`config.mk`:
```
export PLATFORM = sky130hd
export DESIGN_NAME = spm_decoder_top
export DESIGN_NICKNAME = d
export VERILOG_FILES = /design/src/verilog/spm_pkg.sv /design/src/verilog/spm_fifo.sv /design/src/verilog/spm_cmd_fetch.sv /design/src/verilog/spm_index_decoder.sv /design/src/verilog/spm_decoder_top.sv
export VERILOG_INCLUDE_DIRS = /design/src /design/src/include
export SDC_FILE = /design/constraint.sdc
export NUM_CORES = 2
export LEC_CHECK = 0
export ABC_CLOCK_PERIOD_IN_PS = 8100
export BUFFER_PORTS_ARGS = -buffer_cell sky130_fd_sc_hd__buf_4
export CORE_MARGIN = 3
export CORE_UTILIZATION = 60
export DETAILED_ROUTE_END_ITERATION = 6
export PLACE_DENSITY = 0.78
export SYNTH_ARGS = -nofsm -noshare
export SYNTH_HDL_FRONTEND = slang
export SYNTH_HIERARCHICAL = 1
export SYNTH_SLANG_ARGS = --single-unit
```
`constraint.sdc`:
```
create_clock -name clk -period 8.1 [get_ports clk]
set_input_delay 2.025 -clock clk [delete_from_list [all_inputs] [get_ports clk]]
set_output_delay 2.025 -clock clk [all_outputs]
set_load 0.05 [all_outputs]
```
`src/include/spm_config.svh`:
```
`ifndef SPM_CONFIG_SVH
`define SPM_CONFIG_SVH

// bus and datapath widths
`define SPM_ADDR_W          48
`define SPM_WORD_W          64
`define SPM_COORD_W         32

// one code field per byte, type in the low bits and delta above it
`define SPM_CODE_W          8
`define SPM_CODE_TYPE_W     2
`define SPM_CODE_DELTA_W    5
`define SPM_CODES_PER_WORD  8

// address step per memory request
`define SPM_WORD_BYTES      8

// op_in field positions
`define SPM_OP_CODE_LSB     0
`define SPM_OP_REG_LSB      4
`define SPM_OP_VAL_LSB      16

// all-ones low bits marking a read reply
`define SPM_READ_MARK       12

// response buffer sizing
`define SPM_RSP_DEPTH       16
`define SPM_RSP_ALMOST      4

`endif

```
`src/verilog/spm_pkg.sv`:
```
`include "spm_config.svh"

package spm_pkg;

    // command opcodes, an all-zero field is a no-op
    typedef enum logic [3:0] {
        OP_RST    = 4'd1,
        OP_LD     = 4'd2,
        OP_READ   = 4'd3,
        OP_STEADY = 4'd4
    } spm_opcode_e;

    // delta code type, 3 is treated like CODE_PAD
    typedef enum logic [`SPM_CODE_TYPE_W-1:0] {
        CODE_NEWLINE  = 2'd0,
        CODE_CONSTANT = 2'd1,
        CODE_PAD      = 2'd2
    } spm_code_e;

    // register file select
    typedef enum logic [1:0] {
        REG_START_ADDR  = 2'd0,
        REG_END_ADDR    = 2'd1,
        REG_INDEX_LIMIT = 2'd2
    } spm_reg_idx_e;

    // one memory word of packed codes
    typedef logic [`SPM_WORD_W-1:0] spm_word_t;

    // coordinate pair, row in the upper half
    typedef struct packed {
        logic [`SPM_COORD_W-1:0] row;
        logic [`SPM_COORD_W-1:0] col;
    } spm_index_t;

endpackage

```
`src/verilog/spm_fifo.sv`:
```
`timescale 1ns/1ps

module spm_fifo #(
    parameter type payload_t = logic [63:0],
    parameter int  DEPTH     = 16,
    parameter int  ALMOST    = 4
) (
    input  logic     clk,
    input  logic     rst,
    input  logic     flush,
    input  logic     push,
    input  payload_t d,
    input  logic     pop,
    output payload_t q,
    output logic     empty,
    output logic     almost_full
);

    localparam int PTR_W = $clog2(DEPTH);
    localparam logic [PTR_W:0] FULL_LEVEL = (PTR_W + 1)'(DEPTH);
    localparam logic [PTR_W:0] AF_LEVEL = (PTR_W + 1)'(DEPTH - ALMOST);

    payload_t mem [DEPTH];
    logic [PTR_W-1:0] rd_ptr;
    logic [PTR_W-1:0] wr_ptr;
    logic [PTR_W:0] count;
    logic [PTR_W:0] count_next;

    always_comb begin
        count_next = count;
        if (push && !pop) begin
            count_next = count + 1'b1;
        end else if (pop && !push) begin
            count_next = count - 1'b1;
        end
    end

    always_ff @(posedge clk) begin
        if (push) begin
            mem[wr_ptr] <= d;
        end
    end

    always_ff @(posedge clk) begin
        if (rst || flush) begin
            rd_ptr      <= '0;
            wr_ptr      <= '0;
            count       <= '0;
            almost_full <= 1'b0;
        end else begin
            if (push) begin
                wr_ptr <= (wr_ptr == PTR_W'(DEPTH - 1)) ? '0 : wr_ptr + 1'b1;
            end
            if (pop) begin
                rd_ptr <= (rd_ptr == PTR_W'(DEPTH - 1)) ? '0 : rd_ptr + 1'b1;
            end
            count       <= count_next;
            // flag follows the occupancy after this edge
            almost_full <= count_next >= AF_LEVEL;
        end
    end

    // first-word fall-through
    assign q     = mem[rd_ptr];
    assign empty = (count == '0);

    // producers outside this module must honour almost_full in time
    a_no_push_full: assert property (@(posedge clk) disable iff (rst || flush)
        !(push && count == FULL_LEVEL));
    a_no_pop_empty: assert property (@(posedge clk) disable iff (rst || flush)
        !(pop && empty));

endmodule

```
`src/verilog/spm_cmd_fetch.sv`:
```
`timescale 1ns/1ps
`include "spm_config.svh"

module spm_cmd_fetch (
    input  logic                    clk,
    input  logic                    rst,
    input  logic [`SPM_WORD_W-1:0]  op_in,
    input  logic                    req_mem_stall,
    input  logic                    rsp_mem_push,
    input  logic                    decoder_idle,
    input  logic                    buffer_empty,
    output logic [`SPM_WORD_W-1:0]  op_out,
    output logic                    busy,
    output logic                    req_mem_ld,
    output logic [`SPM_ADDR_W-1:0]  req_mem_addr,
    output logic [`SPM_COORD_W-1:0] index_limit,
    output logic                    start,
    output logic                    flush
);

    localparam int NUM_REGS = int'(spm_pkg::REG_INDEX_LIMIT) + 1;

    logic [`SPM_WORD_W-1:0] op_r;
    spm_pkg::spm_opcode_e opcode;
    spm_pkg::spm_reg_idx_e reg_sel;
    logic [`SPM_ADDR_W-1:0] op_val;
    logic reg_ok;
    logic [`SPM_ADDR_W-1:0] regs [NUM_REGS];
    logic [`SPM_ADDR_W-1:0] req_addr;
    logic [`SPM_ADDR_W-1:0] rcv_addr;
    logic req_mem_stall_r;
    logic running;
    logic draining;
    logic cmd_rst;
    logic range_left;
    logic issue;
    logic done;

    // command fields, decoded one cycle after op_in
    assign opcode  = spm_pkg::spm_opcode_e'(
        op_r[`SPM_OP_CODE_LSB +: $bits(spm_pkg::spm_opcode_e)]);
    assign reg_sel = spm_pkg::spm_reg_idx_e'(
        op_r[`SPM_OP_REG_LSB +: $bits(spm_pkg::spm_reg_idx_e)]);
    assign op_val  = op_r[`SPM_OP_VAL_LSB +: `SPM_ADDR_W];
    assign reg_ok  = reg_sel inside {spm_pkg::REG_START_ADDR, spm_pkg::REG_END_ADDR,
                                     spm_pkg::REG_INDEX_LIMIT};

    assign cmd_rst    = (opcode == spm_pkg::OP_RST);
    assign start      = (opcode == spm_pkg::OP_STEADY) && !busy;
    assign range_left = req_addr < regs[spm_pkg::REG_END_ADDR];
    assign issue      = running && !cmd_rst && range_left && !req_mem_stall_r;
    // run ends once everything requested has come back and been decoded
    assign done       = running && !range_left && (rcv_addr == req_addr)
                        && buffer_empty && decoder_idle;
    // responses still in flight after an abort are dropped at the buffer
    assign flush      = cmd_rst || (draining && rsp_mem_push);
    assign busy       = running || draining;

    assign index_limit = regs[spm_pkg::REG_INDEX_LIMIT][`SPM_COORD_W-1:0];

    always_ff @(posedge clk) begin
        if (rst) begin
            op_r            <= '0;
            op_out          <= '0;
            req_mem_stall_r <= 1'b0;
            req_mem_ld      <= 1'b0;
            running         <= 1'b0;
            draining        <= 1'b0;
            regs[spm_pkg::REG_START_ADDR]  <= '0;
            regs[spm_pkg::REG_END_ADDR]    <= '0;
            regs[spm_pkg::REG_INDEX_LIMIT] <= '1;
        end else begin
            op_r            <= op_in;
            req_mem_stall_r <= req_mem_stall;
            req_mem_ld      <= issue;
            op_out          <= '0;
            if (opcode == spm_pkg::OP_READ && reg_ok) begin
                op_out[`SPM_OP_VAL_LSB +: `SPM_ADDR_W] <= regs[reg_sel];
                op_out[`SPM_READ_MARK-1:0]             <= '1;
            end
            if (opcode == spm_pkg::OP_LD && reg_ok) begin
                regs[reg_sel] <= op_val;
            end
            if (start) begin
                running <= 1'b1;
            end else if (cmd_rst || done) begin
                running <= 1'b0;
            end
            if (cmd_rst) begin
                draining <= (rcv_addr != req_addr);
            end else if (draining && rcv_addr == req_addr) begin
                draining <= 1'b0;
            end
        end
    end

    // request and receive address counters
    always_ff @(posedge clk) begin
        if (rst) begin
            req_addr <= '0;
            rcv_addr <= '0;
        end else if (start) begin
            req_addr <= regs[spm_pkg::REG_START_ADDR];
            rcv_addr <= regs[spm_pkg::REG_START_ADDR];
        end else begin
            if (issue) begin
                req_addr <= req_addr + `SPM_ADDR_W'(`SPM_WORD_BYTES);
            end
            if (rsp_mem_push) begin
                rcv_addr <= rcv_addr + `SPM_ADDR_W'(`SPM_WORD_BYTES);
            end
        end
    end

    always_ff @(posedge clk) begin
        if (issue) begin
            req_mem_addr <= req_addr;
        end
    end

    a_req_in_run: assert property (@(posedge clk) disable iff (rst)
        !running |=> !req_mem_ld);

endmodule

```
`src/verilog/spm_index_decoder.sv`:
```
`timescale 1ns/1ps
`include "spm_config.svh"

module spm_index_decoder (
    input  logic                    clk,
    input  logic                    rst,
    input  logic                    flush,
    input  logic                    start,
    input  logic [`SPM_COORD_W-1:0] index_limit,
    input  logic                    word_empty,
    input  spm_pkg::spm_word_t      word_q,
    input  logic                    stall_index,
    output logic                    word_pop,
    output logic                    idle,
    output logic                    push_index,
    output logic [`SPM_COORD_W-1:0] row,
    output logic [`SPM_COORD_W-1:0] col
);

    localparam int STEP_W = $clog2(`SPM_CODES_PER_WORD);

    spm_pkg::spm_word_t word_r;
    logic word_valid;
    logic [STEP_W-1:0] step;
    logic [`SPM_CODE_W-1:0] code;
    spm_pkg::spm_code_e code_type;
    logic [`SPM_CODE_DELTA_W-1:0] delta;
    logic advance;
    logic [`SPM_COORD_W-1:0] row_acc;
    logic [`SPM_COORD_W-1:0] col_acc;
    logic [`SPM_COORD_W-1:0] col_next;
    logic [`SPM_COORD_W-1:0] limit_r;
    logic [`SPM_COORD_W-1:0] idx_count;
    logic skid_push;
    logic skid_pop;
    logic skid_empty;
    logic skid_af;
    spm_pkg::spm_index_t skid_d;
    spm_pkg::spm_index_t skid_q;

    // current code sits in the low byte, word shifts down per step
    assign code      = word_r[`SPM_CODE_W-1:0];
    assign code_type = spm_pkg::spm_code_e'(code[`SPM_CODE_TYPE_W-1:0]);
    assign delta     = code[`SPM_CODE_TYPE_W +: `SPM_CODE_DELTA_W];
    assign col_next  = col_acc + `SPM_COORD_W'(delta) + 1'b1;

    assign advance   = word_valid && !skid_af;
    assign word_pop  = !word_valid && !word_empty && !flush;
    assign skid_push = advance && (code_type == spm_pkg::CODE_CONSTANT)
                       && (idx_count < limit_r);
    assign skid_d    = '{row: row_acc, col: col_next};
    assign skid_pop  = !skid_empty && !stall_index;
    assign idle      = !word_valid && skid_empty;

    always_ff @(posedge clk) begin
        if (word_pop) begin
            word_r <= word_q;
        end else if (advance) begin
            word_r <= word_r >> `SPM_CODE_W;
        end
    end

    always_ff @(posedge clk) begin
        if (rst || flush) begin
            word_valid <= 1'b0;
            step       <= '0;
        end else if (word_pop) begin
            word_valid <= 1'b1;
            step       <= '0;
        end else if (advance) begin
            step <= step + 1'b1;
            if (step == STEP_W'(`SPM_CODES_PER_WORD - 1)) begin
                word_valid <= 1'b0;
            end
        end
    end

    // coordinate accumulation, column restarts at all ones on each row
    always_ff @(posedge clk) begin
        if (rst || flush || start) begin
            row_acc   <= '0;
            col_acc   <= '1;
            idx_count <= '0;
        end else if (advance) begin
            case (code_type)
                spm_pkg::CODE_NEWLINE: begin
                    row_acc <= row_acc + 1'b1;
                    col_acc <= '1;
                end
                spm_pkg::CODE_CONSTANT: begin
                    col_acc   <= col_next;
                    idx_count <= idx_count + 1'b1;
                end
                default: begin
                end
            endcase
        end
    end

    always_ff @(posedge clk) begin
        if (rst) begin
            limit_r <= '0;
        end else if (start) begin
            limit_r <= index_limit;
        end
    end

    spm_fifo #(
        .payload_t (spm_pkg::spm_index_t),
        .DEPTH     (4),
        .ALMOST    (1)
    ) i_skid (
        .clk         (clk),
        .rst         (rst),
        .flush       (flush),
        .push        (skid_push),
        .d           (skid_d),
        .pop         (skid_pop),
        .q           (skid_q),
        .empty       (skid_empty),
        .almost_full (skid_af)
    );

    // output register, only loaded when stall was low at the edge
    always_ff @(posedge clk) begin
        if (rst || flush) begin
            push_index <= 1'b0;
            row        <= '0;
            col        <= '1;
        end else begin
            push_index <= skid_pop;
            if (skid_pop) begin
                row <= skid_q.row;
                col <= skid_q.col;
            end
        end
    end

    a_no_push_after_stall: assert property (@(posedge clk) disable iff (rst)
        stall_index |=> !push_index);

endmodule

```
`src/verilog/spm_decoder_top.sv`:
```
`timescale 1ns/1ps
`include "spm_config.svh"

module spm_decoder_top (
    input  logic                    clk,
    input  logic                    rst,
    input  logic [`SPM_WORD_W-1:0]  op_in,
    input  logic                    req_mem_stall,
    input  logic                    rsp_mem_push,
    input  spm_pkg::spm_word_t      rsp_mem_q,
    input  logic                    stall_index,
    output logic [`SPM_WORD_W-1:0]  op_out,
    output logic                    busy,
    output logic                    req_mem_ld,
    output logic [`SPM_ADDR_W-1:0]  req_mem_addr,
    output logic                    rsp_mem_stall,
    output logic                    push_index,
    output logic [`SPM_COORD_W-1:0] row,
    output logic [`SPM_COORD_W-1:0] col
);

    logic [`SPM_COORD_W-1:0] index_limit;
    logic start;
    logic flush;
    logic decoder_idle;
    logic buf_empty;
    logic word_pop;
    spm_pkg::spm_word_t word_q;

    spm_cmd_fetch i_cmd_fetch (
        .clk           (clk),
        .rst           (rst),
        .op_in         (op_in),
        .req_mem_stall (req_mem_stall),
        .rsp_mem_push  (rsp_mem_push),
        .decoder_idle  (decoder_idle),
        .buffer_empty  (buf_empty),
        .op_out        (op_out),
        .busy          (busy),
        .req_mem_ld    (req_mem_ld),
        .req_mem_addr  (req_mem_addr),
        .index_limit   (index_limit),
        .start         (start),
        .flush         (flush)
    );

    // almost-full doubles as the response back-pressure
    spm_fifo #(
        .payload_t (spm_pkg::spm_word_t),
        .DEPTH     (`SPM_RSP_DEPTH),
        .ALMOST    (`SPM_RSP_ALMOST)
    ) i_rsp_buf (
        .clk         (clk),
        .rst         (rst),
        .flush       (flush),
        .push        (rsp_mem_push),
        .d           (rsp_mem_q),
        .pop         (word_pop),
        .q           (word_q),
        .empty       (buf_empty),
        .almost_full (rsp_mem_stall)
    );

    spm_index_decoder i_index_decoder (
        .clk         (clk),
        .rst         (rst),
        .flush       (flush),
        .start       (start),
        .index_limit (index_limit),
        .word_empty  (buf_empty),
        .word_q      (word_q),
        .stall_index (stall_index),
        .word_pop    (word_pop),
        .idle        (decoder_idle),
        .push_index  (push_index),
        .row         (row),
        .col         (col)
    );

endmodule

```
==> reports/results.ini <==
[global_route]
grt_pass1_wl_um = 268000
grt_pass1_vias = 42500
grt_overflow = 0
grt_max_degree = 108
antenna_found_initial = 19
grt_use_total = 0.274

[min_path]
hold_class = register to register

[run_status]
failed_checks = DRC
status = finished with violations

[critical_path]
end_kind = register
crit_path_start = i_index_decoder/word_valid$_SDFFE_PP0P_
worstPathArrival_ps = 4880
r2r-end = i_index_decoder/i_skid/mem[0][63]$_DFFE_PP_
path_delay_family = simple AND/OR/NAND/NOR gates
cp.required_ps = 8530
max_stage_delay_ps = 860
cp_max_fo = 33
critPathLaunchType = register
worst-path-buf-inv = 3
cpMostUsedCell = buf_4
path_depth = 9
r2r_slack_ps = 3650
r2r-start = i_index_decoder/word_valid$_SDFFE_PP0P_
cp-endpoint = i_index_decoder/i_skid/mem[0][63]$_DFFE_PP_
crit_type = register to register
cp_cell_sequence = nor3b_2, buf_4, nand2_1, a2111oi_0, o221ai_1, a21oi_1, buf_4, and2_2, buf_4
cpMaxStageDelayCell = and2_2
reg2reg_depth = 9

[clock_tree]
cts_buffers = 181
cts.htree.levels = 4
insertion_delay_ps = 810
clockBufferDepth = 3
ctsResizeCount = 0
cts_hold_buf = 0
cts_tree = yes
cts-root-buf = clkbuf_16
cts_setup_buffers = 0
cts.sinks = 1876
clk_pin_slew_ps = 60

[floorplanning]
io_pins = 313
fp.coreArea_um2 = 125000
fp-row-count = 129
die_area_um2 = 131000
die_w_um = 361
floorplan.initialDensity = 0.608
die_h_um = 361

[sta]
relSlewSlack = 0.195
min_period_ps = 4450
fin_skew_ps = 26.6
fin_crit_sh = 0.549
max_freq_ghz = 0.225
worst_pin_slew_ps = 1210
tns_ps = 0
slew_violations = 0
setup_viol = 0
hold_violations = 0
rsz0062_at_grt = no

[power_and_ir_drop]
ir_drop_mv = 0.321
power.density_nw_per_um2 = 291
leakage_nw = 29.4

[placement]
portBuffers = 290
gp_congestion = 0.938
dp_hpwl_um = 101000

[detailed_routing]
post-route-drc-count = 2
vias = 42300
dr.pass1.iters = 7
drtIter0Drc = 4704
ant_nets = 0
routed_wl_um = 179000
viasPerCell = 6.27
wl_per_cell_um = 26.5

[cells_and_area]
finalNetCount = 5187
area_delta_synth_final_pct = 12.4
fill_cells = 7997
drive_above_1_share = 0.220
seq_area_um2 = 52100
postLayoutCoreUtil = 0.684
multi_input_area_um2 = 22000

[yosys]
syn_area_um2 = 75800
netlist_instances = 4659
synth-warning-count = 6
synth.avg_cell_area_um2 = 16.3

[job]
maxCapViolations = 0

## layout by cell type, fill, tap and decap left out, types with 65 or more instances in the layout
cell type,count
ha_1,105
xor2_1,130
dfxtp_1,420
and3_1,135
inv_1,111
a21oi_1,122
clkbuf_16,185
nand3_1,126
nor2b_1,67
buf_4,353
nor2_1,215
nand4_1,65
nand2_1,280
edfxtp_1,1448
mux4_2,388
## cell type report
cell class,instances,share of cell area
Sequential cell,1876,0.611
Multi-Input combinational cell,2419,0.258
Clock buffer,252,0.0592
Timing Repair Buffer,356,0.0317
Tap cell,1637,0.0240
Clock inverter,85,0.0108
Inverter,114,0.00502
Antenna cell,12,0.000352
## metrics by stage
| step | setup slack, ps | total power, mW | area [µm²] | hold slack (ps) | cells |
|---|---|---|---|---|---|
| after floorplan | 3560 | 15.2 | 76000 | 427 | 4710 |
| after global placement | 3280 | 16.4 | 79200 | 440 | 6402 |
| after detailed placement | 3270 | 16.5 | 79200 | 445 | 6402 |
| after CTS | 3650 | 24.9 | 85200 | 456 | 6739 |
| after global routing | 3320 | 25.7 | 85200 | 475 | 6743 |
| final | 3650 | 24.8 | 85200 | 453 | 6751 |
## worst min path at each step
stage | to | cells after the start | from
finish | i_index_decoder/row[22]$_SDFFE_PP0P_ | 2 | i_index_decoder/row[22]$_SDFFE_PP0P_
global route | i_index_decoder/row[9]$_SDFFE_PP0P_ | 2 | i_index_decoder/row[9]$_SDFFE_PP0P_
CTS | i_index_decoder/row[13]$_SDFFE_PP0P_ | 2 | i_index_decoder/row[13]$_SDFFE_PP0P_
detailed placement | i_cmd_fetch/regs[3][2]$_DFFE_PP_ | 0 | i_cmd_fetch/op_r[18]$_SDFF_PP0_
global placement | i_cmd_fetch/regs[3][31]$_DFFE_PP_ | 0 | i_cmd_fetch/op_r[47]$_SDFF_PP0_
floorplan | i_cmd_fetch/regs[3][0]$_DFFE_PP_ | 0 | i_cmd_fetch/op_r[16]$_SDFF_PP0_
## metal layers
metal  routed length (µm)  GRT usage
met2                88500      0.449
met4                 6580      0.103
met1                67200      0.362
met3                16200     0.0651
met5                   52          0
## registers in the layout, summed over array words and instances, names as in the netlist, 48 cells and up, named ones only
name and flops:
i_cmd_fetch/op_out 49, i_cmd_fetch/op_r 54, i_cmd_fetch/rcv_addr 48, i_cmd_fetch/regs 192
i_cmd_fetch/req_addr 48, i_cmd_fetch/req_mem_addr 48, i_index_decoder/i_skid/mem 256, i_index_decoder/word_r 56
i_rsp_buf/mem 896
## where the power goes
part | internal (mW) | switching, mW
clock network | 4.82 | 3.59
registers | 11.3 | 0.456
logic | 1.85 | 2.76
## worst register-to-register path, delay by kind of cell, from the launching register on
kind                   cells  cell delay [ps]
AO/OA/AOI/OAI              3              860
buffers and inverters      3             1100
flip-flops                 1              550
AND/OR/NAND/NOR            3             1560
(Power assumes the default switching activity.)
